`src/mcw_pkg.sv`:
```
package mcw_pkg;

  // ==================================================
  // widths
  // ==================================================
  localparam int BUS_W      = 96;
  localparam int AXI_DATA_W = 64;
  localparam int STRB_W     = AXI_DATA_W / 8;
  localparam int ADDR_W     = 32;
  localparam int LEN_W      = 10;  // beats
  localparam int ID_W       = 4;
  localparam int MAX_BURST  = 16;  // axi3 limit
  localparam int BEAT_BYTES = 8;

  // ==================================================
  // type codes and memory map
  // ==================================================
  localparam logic [3:0]        TYPE_FLGOFM = 4'h1;
  localparam logic [3:0]        TYPE_OFM    = 4'h2;
  localparam logic [ADDR_W-1:0] FLGOFM_BASE = 32'h0805_0000;
  localparam logic [ADDR_W-1:0] OFM_BASE    = 32'h0804_8000;
  localparam int                FLGOFM_WORDS = 4;   // 96-bit words per transfer
  localparam int                OFM_WORDS    = 16;

  typedef struct packed {
    logic [63:0] rsvd_hi;
    logic [3:0]  type_code;  // bits 31:28
    logic [27:0] rsvd_lo;
  } cfg_word_t;

  // one sampled bus word, config or payload
  typedef union packed {
    cfg_word_t          cfg;
    logic [BUS_W-1:0]   raw;
  } bus_word_u;

  typedef struct packed {
    logic [ADDR_W-1:0] addr;
    logic [LEN_W-1:0]  beats;
    logic [3:0]        type_code;
  } wr_cmd_t;

  typedef struct packed {
    logic [ID_W-1:0]   id;
    logic [ADDR_W-1:0] addr;
    logic [3:0]        len;
    logic [2:0]        size;
    logic [1:0]        burst;
    logic [1:0]        lock;
    logic [3:0]        cache;
    logic [2:0]        prot;
    logic [3:0]        qos;
  } axi_aw_t;

  typedef struct packed {
    logic [AXI_DATA_W-1:0] data;
    logic [STRB_W-1:0]     strb;
    logic                  last;
  } axi_w_t;

  typedef struct packed {
    logic [ID_W-1:0] id;
    logic [1:0]      resp;
  } axi_b_t;

endpackage

```
`src/axi_write_master.sv`:
```
`timescale 1ns/1ps
module axi_write_master import mcw_pkg::*; #(
  parameter int AXI_ID = 0
) (
  input  logic                  clk,
  input  logic                  reset,
  input  wr_cmd_t               cmd,
  input  logic                  cmd_valid,
  input  logic                  beat_empty,
  input  logic [AXI_DATA_W-1:0] beat_data,
  input  logic                  aw_ready,
  input  logic                  w_ready,
  input  axi_b_t                b,
  input  logic                  b_valid,
  output logic                  cmd_take,
  output logic                  cmd_done,
  output logic                  beat_pop,
  output axi_aw_t               aw,
  output logic                  aw_valid,
  output axi_w_t                w,
  output logic                  w_valid,
  output logic                  b_ready,
  output logic                  wr_done,
  output logic                  wr_error
);
  localparam logic [2:0] S_IDLE = 3'd0;
  localparam logic [2:0] S_AW   = 3'd1;
  localparam logic [2:0] S_W    = 3'd2;
  localparam logic [2:0] S_B    = 3'd3;
  localparam logic [2:0] S_DONE = 3'd4;

  localparam logic [ADDR_W-1:0] BURST_STEP = ADDR_W'(MAX_BURST * BEAT_BYTES);  // 128 bytes

  logic [2:0]        state;
  logic [ADDR_W-1:0] addr_q;
  logic [LEN_W-1:0]  left;         // beats not yet in a finished burst
  logic [LEN_W-1:0]  burst_beats;
  logic [LEN_W-1:0]  len_m1;
  logic [3:0]        beat_cnt;     // beats left in this burst minus one
  logic              err_q;
  logic              w_hs;

  assign burst_beats = (left > LEN_W'(MAX_BURST)) ? LEN_W'(MAX_BURST) : left;
  assign len_m1      = burst_beats - 1'b1;

  // ==================================================
  // channel outputs
  // ==================================================
  always_comb begin
    aw.id    = ID_W'(AXI_ID);
    aw.addr  = addr_q;
    aw.len   = len_m1[3:0];
    aw.size  = 3'($clog2(BEAT_BYTES));
    aw.burst = 2'b01;    // INCR
    aw.lock  = 2'b00;
    aw.cache = 4'b0011;
    aw.prot  = 3'b000;
    aw.qos   = 4'h0;
  end

  assign w.data = beat_data;
  assign w.strb = '1;
  assign w.last = (beat_cnt == 4'd0);

  assign aw_valid = (state == S_AW);
  assign w_valid  = (state == S_W) && !beat_empty;
  assign w_hs     = w_valid && w_ready;
  assign beat_pop = w_hs;
  assign b_ready  = (state == S_B);

  assign cmd_take = (state == S_IDLE) && cmd_valid;
  assign cmd_done = (state == S_DONE);
  assign wr_done  = (state == S_DONE);
  assign wr_error = (state == S_DONE) && err_q;

  // ==================================================
  // burst sequencing
  // ==================================================
  always_ff @(posedge clk or negedge reset) begin
    if (!reset) begin
      state    <= S_IDLE;
      left     <= '0;
      beat_cnt <= '0;
      err_q    <= 1'b0;
    end else begin
      case (state)
        S_IDLE: begin
          if (cmd_valid) begin
            left  <= cmd.beats;
            err_q <= 1'b0;
            state <= S_AW;
          end
        end
        S_AW: begin
          if (aw_ready) begin
            beat_cnt <= len_m1[3:0];
            state    <= S_W;
          end
        end
        S_W: begin
          if (w_hs) begin
            beat_cnt <= beat_cnt - 1'b1;
            if (w.last) begin
              left  <= left - burst_beats;
              state <= S_B;
            end
          end
        end
        S_B: begin
          if (b_valid) begin
            if (b.resp != 2'b00) err_q <= 1'b1;  // sticky for the command
            state <= (left == '0) ? S_DONE : S_AW;
          end
        end
        S_DONE:  state <= S_IDLE;
        default: state <= S_IDLE;
      endcase
    end
  end

  always_ff @(posedge clk) begin
    if (cmd_take)                          addr_q <= cmd.addr;
    else if (state == S_W && w_hs && w.last) addr_q <= addr_q + BURST_STEP;
  end

endmodule

```
`src/chip_link.sv`:
```
`timescale 1ns/1ps
module chip_link import mcw_pkg::*; #(
  parameter int CAP_DEPTH = 4
) (
  input  logic                             clk,
  input  logic                             reset,
  input  logic                             config_req,
  input  logic [BUS_W-1:0]                 spi_data,
  input  logic                             cmd_accept,
  input  logic                             cmd_reject,
  input  logic                             cmd_free,
  input  logic [LEN_W-1:0]                 words,
  input  logic [$clog2(CAP_DEPTH+1)-1:0]   cap_count,
  output logic                             spi_cs_n,
  output logic                             cfg_valid,
  output bus_word_u                        cfg,
  output logic                             cap_push,
  output logic [BUS_W-1:0]                 cap_data
);
  localparam int CNT_W = $clog2(CAP_DEPTH+1);

  localparam logic [2:0] S_IDLE   = 3'd0;
  localparam logic [2:0] S_CONFIG = 3'd1;
  localparam logic [2:0] S_DECODE = 3'd2;
  localparam logic [2:0] S_XFER   = 3'd3;
  localparam logic [2:0] S_DRAIN  = 3'd4;

  logic             req_s1;
  logic             req_s2;
  logic             req_s3;
  logic             req_rise;
  logic [2:0]       state;
  logic [LEN_W-1:0] remaining;   // selects still to issue
  logic             sel_d;       // word asked at last edge
  logic [CNT_W:0]   fill;
  logic             room;
  bus_word_u        bus_word;

  // ==================================================
  // request synchronizer
  // ==================================================
  always_ff @(posedge clk or negedge reset) begin
    if (!reset) begin
      req_s1 <= 1'b0;
      req_s2 <= 1'b0;
      req_s3 <= 1'b0;
    end else begin
      req_s1 <= config_req;
      req_s2 <= req_s1;
      req_s3 <= req_s2;  // edge detect only
    end
  end

  assign req_rise = req_s2 && !req_s3;

  // ==================================================
  // bus sampling
  // ==================================================
  assign bus_word = spi_data;

  // config word lands on the edge that leaves idle
  always_ff @(posedge clk) begin
    if (state == S_IDLE && req_rise) cfg <= bus_word;
  end

  assign cfg_valid = (state == S_CONFIG) && cmd_free;
  assign cap_push  = sel_d;          // chip drives the word one cycle after select
  assign cap_data  = bus_word.raw;

  // fifo words plus the ones already asked for
  assign fill = (CNT_W+1)'(cap_count) + (CNT_W+1)'(sel_d) + (CNT_W+1)'(!spi_cs_n);
  assign room = fill < (CNT_W+1)'(CAP_DEPTH);

  // ==================================================
  // transfer FSM
  // ==================================================
  always_ff @(posedge clk or negedge reset) begin
    if (!reset) begin
      state     <= S_IDLE;
      remaining <= '0;
      spi_cs_n  <= 1'b1;
      sel_d     <= 1'b0;
    end else begin
      sel_d    <= !spi_cs_n;
      spi_cs_n <= 1'b1;
      case (state)
        S_IDLE:   if (req_rise) state <= S_CONFIG;
        S_CONFIG: if (cmd_free) state <= S_DECODE;  // wait for previous command
        S_DECODE: begin
          if (cmd_accept) begin
            state     <= S_XFER;
            remaining <= words;
          end else if (cmd_reject) begin
            state <= S_IDLE;
          end
        end
        S_XFER: begin
          if (remaining == '0) begin
            state <= S_DRAIN;
          end else if (room) begin
            spi_cs_n  <= 1'b0;
            remaining <= remaining - 1'b1;
          end
        end
        S_DRAIN:  if (spi_cs_n && !sel_d) state <= S_IDLE;  // last push done
        default:  state <= S_IDLE;
      endcase
    end
  end

endmodule

```
`src/mcw_top.sv`:
```
`timescale 1ns/1ps
module mcw_top import mcw_pkg::*; #(
  parameter int CAP_DEPTH = 4,
  parameter int OUT_DEPTH = 32,
  parameter int AXI_ID    = 0
) (
  input  logic             clk,
  input  logic             reset,
  // chip side
  input  logic             config_req,
  input  logic [BUS_W-1:0] spi_data,
  output logic             spi_cs_n,
  // axi write
  output axi_aw_t          aw,
  output logic             aw_valid,
  input  logic             aw_ready,
  output axi_w_t           w,
  output logic             w_valid,
  input  logic             w_ready,
  input  axi_b_t           b,
  input  logic             b_valid,
  output logic             b_ready,
  // status
  output logic             wr_done,
  output logic             wr_error
);
  logic                           cfg_valid;
  bus_word_u                      cfg;
  logic                           cmd_accept;
  logic                           cmd_reject;
  logic                           cmd_free;
  logic [LEN_W-1:0]               words;
  wr_cmd_t                        cmd;
  logic                           cmd_valid;
  logic                           cmd_take;
  logic                           cmd_done;
  logic                           cap_push;
  logic [BUS_W-1:0]               cap_data;
  logic [$clog2(CAP_DEPTH+1)-1:0] cap_count;
  logic                           cap_empty;
  logic [BUS_W-1:0]               cap_out;
  logic                           cap_pop;
  logic                           beat_push;
  logic [AXI_DATA_W-1:0]          beat_in;
  logic                           beat_full;
  logic                           beat_empty;
  logic [AXI_DATA_W-1:0]          beat_data;
  logic                           beat_pop;

  chip_link #(.CAP_DEPTH(CAP_DEPTH)) u_chip_link (
    .clk(clk), .reset(reset), .config_req(config_req), .spi_data(spi_data),
    .cmd_accept(cmd_accept), .cmd_reject(cmd_reject), .cmd_free(cmd_free),
    .words(words), .cap_count(cap_count), .spi_cs_n(spi_cs_n),
    .cfg_valid(cfg_valid), .cfg(cfg), .cap_push(cap_push), .cap_data(cap_data)
  );

  write_cmd_gen u_write_cmd_gen (
    .clk(clk), .reset(reset), .cfg_valid(cfg_valid), .cfg(cfg),
    .cmd_take(cmd_take), .cmd_done(cmd_done), .cmd_accept(cmd_accept),
    .cmd_reject(cmd_reject), .cmd_free(cmd_free), .words(words),
    .cmd(cmd), .cmd_valid(cmd_valid)
  );

  sync_fifo #(.WIDTH(BUS_W), .DEPTH(CAP_DEPTH)) cap_fifo (
    .clk(clk), .reset(reset), .push(cap_push), .data_in(cap_data), .pop(cap_pop),
    .full(), .empty(cap_empty), .data_out(cap_out), .count(cap_count)
  );

  word_packer u_word_packer (
    .clk(clk), .reset(reset), .in_valid(!cap_empty), .in_data(cap_out),
    .out_full(beat_full), .in_pop(cap_pop), .out_push(beat_push), .out_data(beat_in)
  );

  sync_fifo #(.WIDTH(AXI_DATA_W), .DEPTH(OUT_DEPTH)) beat_fifo (
    .clk(clk), .reset(reset), .push(beat_push), .data_in(beat_in), .pop(beat_pop),
    .full(beat_full), .empty(beat_empty), .data_out(beat_data), .count()
  );

  axi_write_master #(.AXI_ID(AXI_ID)) u_axi_write_master (
    .clk(clk), .reset(reset), .cmd(cmd), .cmd_valid(cmd_valid),
    .beat_empty(beat_empty), .beat_data(beat_data), .aw_ready(aw_ready),
    .w_ready(w_ready), .b(b), .b_valid(b_valid), .cmd_take(cmd_take),
    .cmd_done(cmd_done), .beat_pop(beat_pop), .aw(aw), .aw_valid(aw_valid),
    .w(w), .w_valid(w_valid), .b_ready(b_ready), .wr_done(wr_done),
    .wr_error(wr_error)
  );

endmodule

```
`src/sync_fifo.sv`:
```
`timescale 1ns/1ps
module sync_fifo #(
  parameter int WIDTH = 8,
  parameter int DEPTH = 4
) (
  input  logic                           clk,
  input  logic                           reset,
  input  logic                           push,
  input  logic [WIDTH-1:0]               data_in,
  input  logic                           pop,
  output logic                           full,
  output logic                           empty,
  output logic [WIDTH-1:0]               data_out,
  output logic [$clog2(DEPTH+1)-1:0]     count
);
  localparam int PTR_W = (DEPTH > 1) ? $clog2(DEPTH) : 1;
  localparam int CNT_W = $clog2(DEPTH+1);

  logic [WIDTH-1:0] mem [DEPTH];
  logic [PTR_W-1:0] wr_ptr;
  logic [PTR_W-1:0] rd_ptr;
  logic             do_push;
  logic             do_pop;

  assign full     = (count == CNT_W'(DEPTH));
  assign empty    = (count == '0);
  assign do_push  = push && !full;   // overflow dropped
  assign do_pop   = pop && !empty;
  assign data_out = mem[rd_ptr];     // fall-through head

  always_ff @(posedge clk) begin
    if (do_push) mem[wr_ptr] <= data_in;
  end

  always_ff @(posedge clk or negedge reset) begin
    if (!reset) begin
      wr_ptr <= '0;
      rd_ptr <= '0;
      count  <= '0;
    end else begin
      if (do_push) wr_ptr <= (wr_ptr == PTR_W'(DEPTH-1)) ? '0 : wr_ptr + 1'b1;
      if (do_pop)  rd_ptr <= (rd_ptr == PTR_W'(DEPTH-1)) ? '0 : rd_ptr + 1'b1;
      case ({do_push, do_pop})
        2'b10:   count <= count + 1'b1;
        2'b01:   count <= count - 1'b1;
        default: count <= count;
      endcase
    end
  end

endmodule

```
`src/word_packer.sv`:
```
`timescale 1ns/1ps
module word_packer import mcw_pkg::*; (
  input  logic                  clk,
  input  logic                  reset,
  input  logic                  in_valid,
  input  logic [BUS_W-1:0]      in_data,
  input  logic                  out_full,
  output logic                  in_pop,
  output logic                  out_push,
  output logic [AXI_DATA_W-1:0] out_data
);
  localparam int RES_W  = 2 * AXI_DATA_W;       // 128

  logic [RES_W-1:0] res;    // residue, lowest bits leave first
  logic [2:0]       slots;  // valid 32-bit slots in res

  // a new word fits only when at most one slot is held
  assign in_pop   = in_valid && (slots <= 3'd1);
  assign out_push = (slots >= 3'd2) && !out_full;
  assign out_data = res[AXI_DATA_W-1:0];

  always_ff @(posedge clk or negedge reset) begin
    if (!reset) begin
      slots <= '0;
    end else if (in_pop) begin
      slots <= slots + 3'd3;
    end else if (out_push) begin
      slots <= slots - 3'd2;
    end
  end

  always_ff @(posedge clk) begin
    if (in_pop) begin
      if (slots == 3'd0) res[BUS_W-1:0] <= in_data;
      else               res[RES_W-1 -: BUS_W] <= in_data;  // above one held slot
    end else if (out_push) begin
      res[AXI_DATA_W-1:0] <= res[RES_W-1:AXI_DATA_W];
    end
  end

endmodule

```
`src/write_cmd_gen.sv`:
```
`timescale 1ns/1ps
module write_cmd_gen import mcw_pkg::*; (
  input  logic             clk,
  input  logic             reset,
  input  logic             cfg_valid,
  input  bus_word_u        cfg,
  input  logic             cmd_take,
  input  logic             cmd_done,
  output logic             cmd_accept,
  output logic             cmd_reject,
  output logic             cmd_free,
  output logic [LEN_W-1:0] words,
  output wr_cmd_t          cmd,
  output logic             cmd_valid
);
  localparam int WORD_BYTES = BUS_W / 8;  // 12
  localparam int IDX_W      = 16;

  logic [IDX_W-1:0]  flg_idx;
  logic [IDX_W-1:0]  ofm_idx;
  logic              busy;
  logic              known;
  logic [LEN_W-1:0]  dec_words;
  logic [ADDR_W-1:0] dec_addr;

  always_comb begin
    known     = 1'b1;
    dec_words = LEN_W'(OFM_WORDS);
    dec_addr  = OFM_BASE + ADDR_W'(ofm_idx) * ADDR_W'(OFM_WORDS * WORD_BYTES);
    case (cfg.cfg.type_code)
      TYPE_FLGOFM: begin
        dec_words = LEN_W'(FLGOFM_WORDS);
        dec_addr  = FLGOFM_BASE + ADDR_W'(flg_idx) * ADDR_W'(FLGOFM_WORDS * WORD_BYTES);
      end
      TYPE_OFM: known = 1'b1;
      default:  known = 1'b0;
    endcase
  end

  assign cmd_free = !busy;

  always_ff @(posedge clk or negedge reset) begin
    if (!reset) begin
      cmd_accept <= 1'b0;
      cmd_reject <= 1'b0;
      cmd_valid  <= 1'b0;
      busy       <= 1'b0;
      words      <= '0;
      flg_idx    <= '0;
      ofm_idx    <= '0;
    end else begin
      cmd_accept <= cfg_valid && known;
      cmd_reject <= cfg_valid && !known;
      if (cmd_take) cmd_valid <= 1'b0;
      if (cmd_done) busy <= 1'b0;   // last B seen
      if (cfg_valid && known) begin
        cmd_valid <= 1'b1;
        busy      <= 1'b1;
        words     <= dec_words;
        if (cfg.cfg.type_code == TYPE_FLGOFM) flg_idx <= flg_idx + 1'b1;
        else                                  ofm_idx <= ofm_idx + 1'b1;
      end
    end
  end

  // 3 beats per 2 words
  always_ff @(posedge clk) begin
    if (cfg_valid && known) begin
      cmd.addr      <= dec_addr;
      cmd.beats     <= LEN_W'((dec_words * 3) >> 1);
      cmd.type_code <= cfg.cfg.type_code;
    end
  end

endmodule
```
`config.mk`:
```
export PLATFORM = sky130hd
export DESIGN_NAME = mcw_top
export DESIGN_NICKNAME = d
export VERILOG_FILES = /design/src/mcw_pkg.sv /design/src/axi_write_master.sv /design/src/chip_link.sv /design/src/mcw_top.sv /design/src/sync_fifo.sv /design/src/word_packer.sv /design/src/write_cmd_gen.sv
export SDC_FILE = /design/constraint.sdc
export NUM_CORES = 2
export LEC_CHECK = 0
export BUFFER_PORTS_ARGS = -buffer_cell sky130_fd_sc_hd__buf_2
export CAP_MARGIN = 20
export CORE_AREA = 2 2 425 427
export DETAILED_ROUTE_END_ITERATION = 10
export DIE_AREA = 0 0 427 429
export PLACE_DENSITY = 0.82
export SKIP_CTS_REPAIR_TIMING = 1
export SLEW_MARGIN = 30
export SYNTH_ARGS = -nofsm -noshare
export SYNTH_HDL_FRONTEND = slang
export SYNTH_SLANG_ARGS = --single-unit
```
`constraint.sdc`:
```
create_clock -name clk -period 9.4 [get_ports clk]
set_input_delay 1.88 -clock clk [delete_from_list [all_inputs] [get_ports clk]]
set_output_delay 1.88 -clock clk [all_outputs]
set_load 0.01 [all_outputs]
```
==> metrics.txt <==
status finished, final reports clean; Ys Warns 0; GR Overflow Total 0; clock latency on the worst-skew pair 900 ps; Final Skew 50.4 ps; wire length per cell 36.7 um; Num Clock Sinks 2,715; TritonRoute pass-1 iters 6; setup TNS 0 ps; Starting Density 0.598; cell-internal power 26,400 uW; Cell Pwr Density 328 nW/um^2; leakage power 0.0384 uW; Hold WC Path Type flop to flop; f_max 0.149 GHz; count of pins over their slew limit 0; Seq/Total Area, Yosys 0.762; Worst setup SP type flop; Worst R2R Start u_word_packer.slots[0]; Final Hold Violating Endpoints 0; kind of cell adding the most delay to the critical path multiplexers; CP peak stage delay 1030 ps; first-pass GRT wire length 397 mm; reg2reg end beat_fifo.mem[26][17]; Die H 429 um; clk buf depth 3; critical path, cell by cell buf_4 -> buf_4 -> mux4_2 -> mux4_2 -> mux2_2 -> buf_2; Final nets 5,351; Worst Hold End u_chip_link.req_s2; maxcap violations 0; CTS tree built; leading cell types by total area after synthesis edfxtp_1 74%, mux4_2 16%, dfrtp_1 2.3%; number of global-route vias before repair 54,500; Mapped Cells 4,781; maximum vdd drop 0.247 mV; DP Cell Count 7,225; Area Growth Syn to Fin 11.8%; EDFF count, synth 2,615; synthesized area 106,000 um^2; initial antenna violation count 47; Row Count 155; final worst path period need 6700 ps; Comb pwr share 0.295; Worst Path Required 7520 ps; count leader, synth edfxtp_1; gr usage total 0.308; Synth Flop Type edfxtp_1; RSZ-0062 raised after global routing no; CP endpoint kind output port; IO buf count 206; post-synth cell types 87; Crit Path Class flop to output port; min-delay src u_chip_link.req_s1; drt total wl 284 mm; Hold Crit Depth 0; Worst-path clk slew 70 ps; vias 53,500; top cell type's share of synthesized area 0.738; crit path DAT 4820 ps; Avg Vias per Cell 6.92; ys async rst share 0.0368; H-tree levels 4; r2r setup slk 5330 ps; gpl congestion 0.832; DP HPWL 139 mm; layout cell share with drive strength beyond 1 0.309; post-synthesis register bit count 2,715; Routed Antenna Nets 0; post-route insts no fill 7,730; Die X 427 um; DRT iter0 DRCs 8,323; worst-path maximum fanout 39; Total Power 39,000 uW; largest area contributor in the netlist edfxtp_1; Post-synth top cells 2,615 x edfxtp_1, 737 x mux4_2, 137 x clkbuf_1; Syn Area/Cell 22.3 um^2; Slew HR 0.246; Final period util 0.712; Buf/Inv on CP 3; Flop pwr share 0.458; reg2reg path depth 9; Clock Tree Root clkbuf_16; largest net degree at the start of global routing 165; CTS buffer count 240; switch share 0.324; slew of the pin with the lowest slew margin 1130 ps; critical path depth 6; drt drc 0; Core Footprint 178,000 um^2; NetSw 12,600 uW; Final Setup Violations 0; Critical Path Slowest Stage Cell dfrtp_4; Clk pwr share 0.248; I/O pins 245; Die ar. 183,000 um^2
-- registers in the layout, summed over array words and instances, names as in the netlist, 3 cells and up --
signal and flops:
u_write_cmd_gen.cmd 23, u_write_cmd_gen.ofm_idx 16, beat_fifo.rd_ptr 5, u_axi_write_master.addr_q 28, beat_fifo.mem 2048, u_axi_write_master.state 3, u_write_cmd_gen.flg_idx 16, u_axi_write_master.left 10
beat_fifo.count 6, beat_fifo.wr_ptr 5, u_chip_link.state 3, u_axi_write_master.beat_cnt 4, u_word_packer.slots 3, u_chip_link.remaining 10, cap_fifo.count 3, u_word_packer.res 128
cap_fifo.mem 384, u_chip_link.cfg 4
-- per-stage QoR --
| stage | setup WS, ps | utilization | cell area, um^2 | hold slack (ps) |
|---|---|---|---|---|
| 2_1_floorplan | 2920 | - | 107000 | 331 |
| 3_3_place_gp | 3670 | 0.621 | 110000 | 349 |
| 3_5_place_dp | 3600 | 0.622 | 111000 | 343 |
| 4_1_cts | 2600 | 0.664 | 118000 | 357 |
| 5_1_grt | 2470 | 0.668 | 119000 | 364 |
| 6_report | 2700 | 0.668 | 119000 | 350 |
-- how the worst max path moves through the flow --
stage / to / slack [ps] / startpoint
after floorplan: beat_fifo.mem[4][0] / 2920 / u_word_packer.slots[0]
after global placement: w[54] / 3670 / beat_fifo.rd_ptr[0]
after detailed placement: w[55] / 3600 / beat_fifo.rd_ptr[0]
after CTS: w[55] / 2600 / beat_fifo.rd_ptr[0]
after global routing: w[55] / 2470 / beat_fifo.rd_ptr[0]
final: w[55] / 2700 / beat_fifo.rd_ptr[0]
-- area by class of cell --
| class | count | area, um^2 |
|---|---|---|
| Antenna cell | 17 | 42.5 |
| Clock buffer | 312 | 6440 |
| Clock inverter | 117 | 1030 |
| Fill cell | 10400 | 59000 |
| Inverter | 54 | 204 |
| Multi-Input combinational cell | 1790 | 24400 |
| Sequential cell | 2715 | 81100 |
| Tap cell | 2355 | 2950 |
| Timing Repair Buffer | 370 | 2850 |
-- power by group through the flow --
stage / clock, uW / combinational, uW / sequential, uW
floorplan: 0 / 6710 / 17700
global placement: 0 / 9660 / 18400
detailed placement: 0 / 10000 / 18600
CTS: 9660 / 10300 / 18500
global route: 10100 / 11900 / 18000
finish: 9660 / 11500 / 17900
-- placed cells by master (no fill, tap or decap), types with 10 or more instances in the layout --
cell       Yosys  layout
edfxtp_1    2615    2615
mux4_2       737     737
clkbuf_16      0     244
buf_2         47     205
mux2_2       135     135
nand2_1      106     105
nor2_1       134     103
dfrtp_1       99      92
buf_4         35      86
a21oi_1       85      82
o21ai_0       69      69
ha_1          68      68
clkbuf_1     137      60
xnor2_1       54      54
inv_1         53      52
clkinv_1       1      47
xor2_1        44      44
buf_6          0      41
nand3_1       39      39
clkinv_2       0      39
mux2i_1       38      38
conb_1         2      35
nor2_4         1      32
and3_1        20      20
nor3_1        23      19
buf_8          0      19
diode_2        0      17
a21o_1        14      14
bufinv_16      0      12
buf_12         0      12
nand2b_1      11      11
o31ai_1       10      10
-- kinds of logic after synthesis --
kind of cell / share of synthesized area
xor+xnor: 0.00822
other cells: 0.0000706
simple gates: 0.0194
fa+ha+maj: 0.00875
buf+inv: 0.0127
flops: 0.762
mux: 0.174
compound gates: 0.0155
-- routing by layer --
layer | routed length, um | global-route usage | vias to the layer above
met5 | 334 | 0 | -
met4 | 17900 | 0.153 | 48
met3 | 34100 | 0.0759 | 929
met2 | 140000 | 0.493 | 4337
met1 | 91700 | 0.397 | 27500
li1 | - | - | 20700
Note: power is estimated with default switching activity, not from simulation.
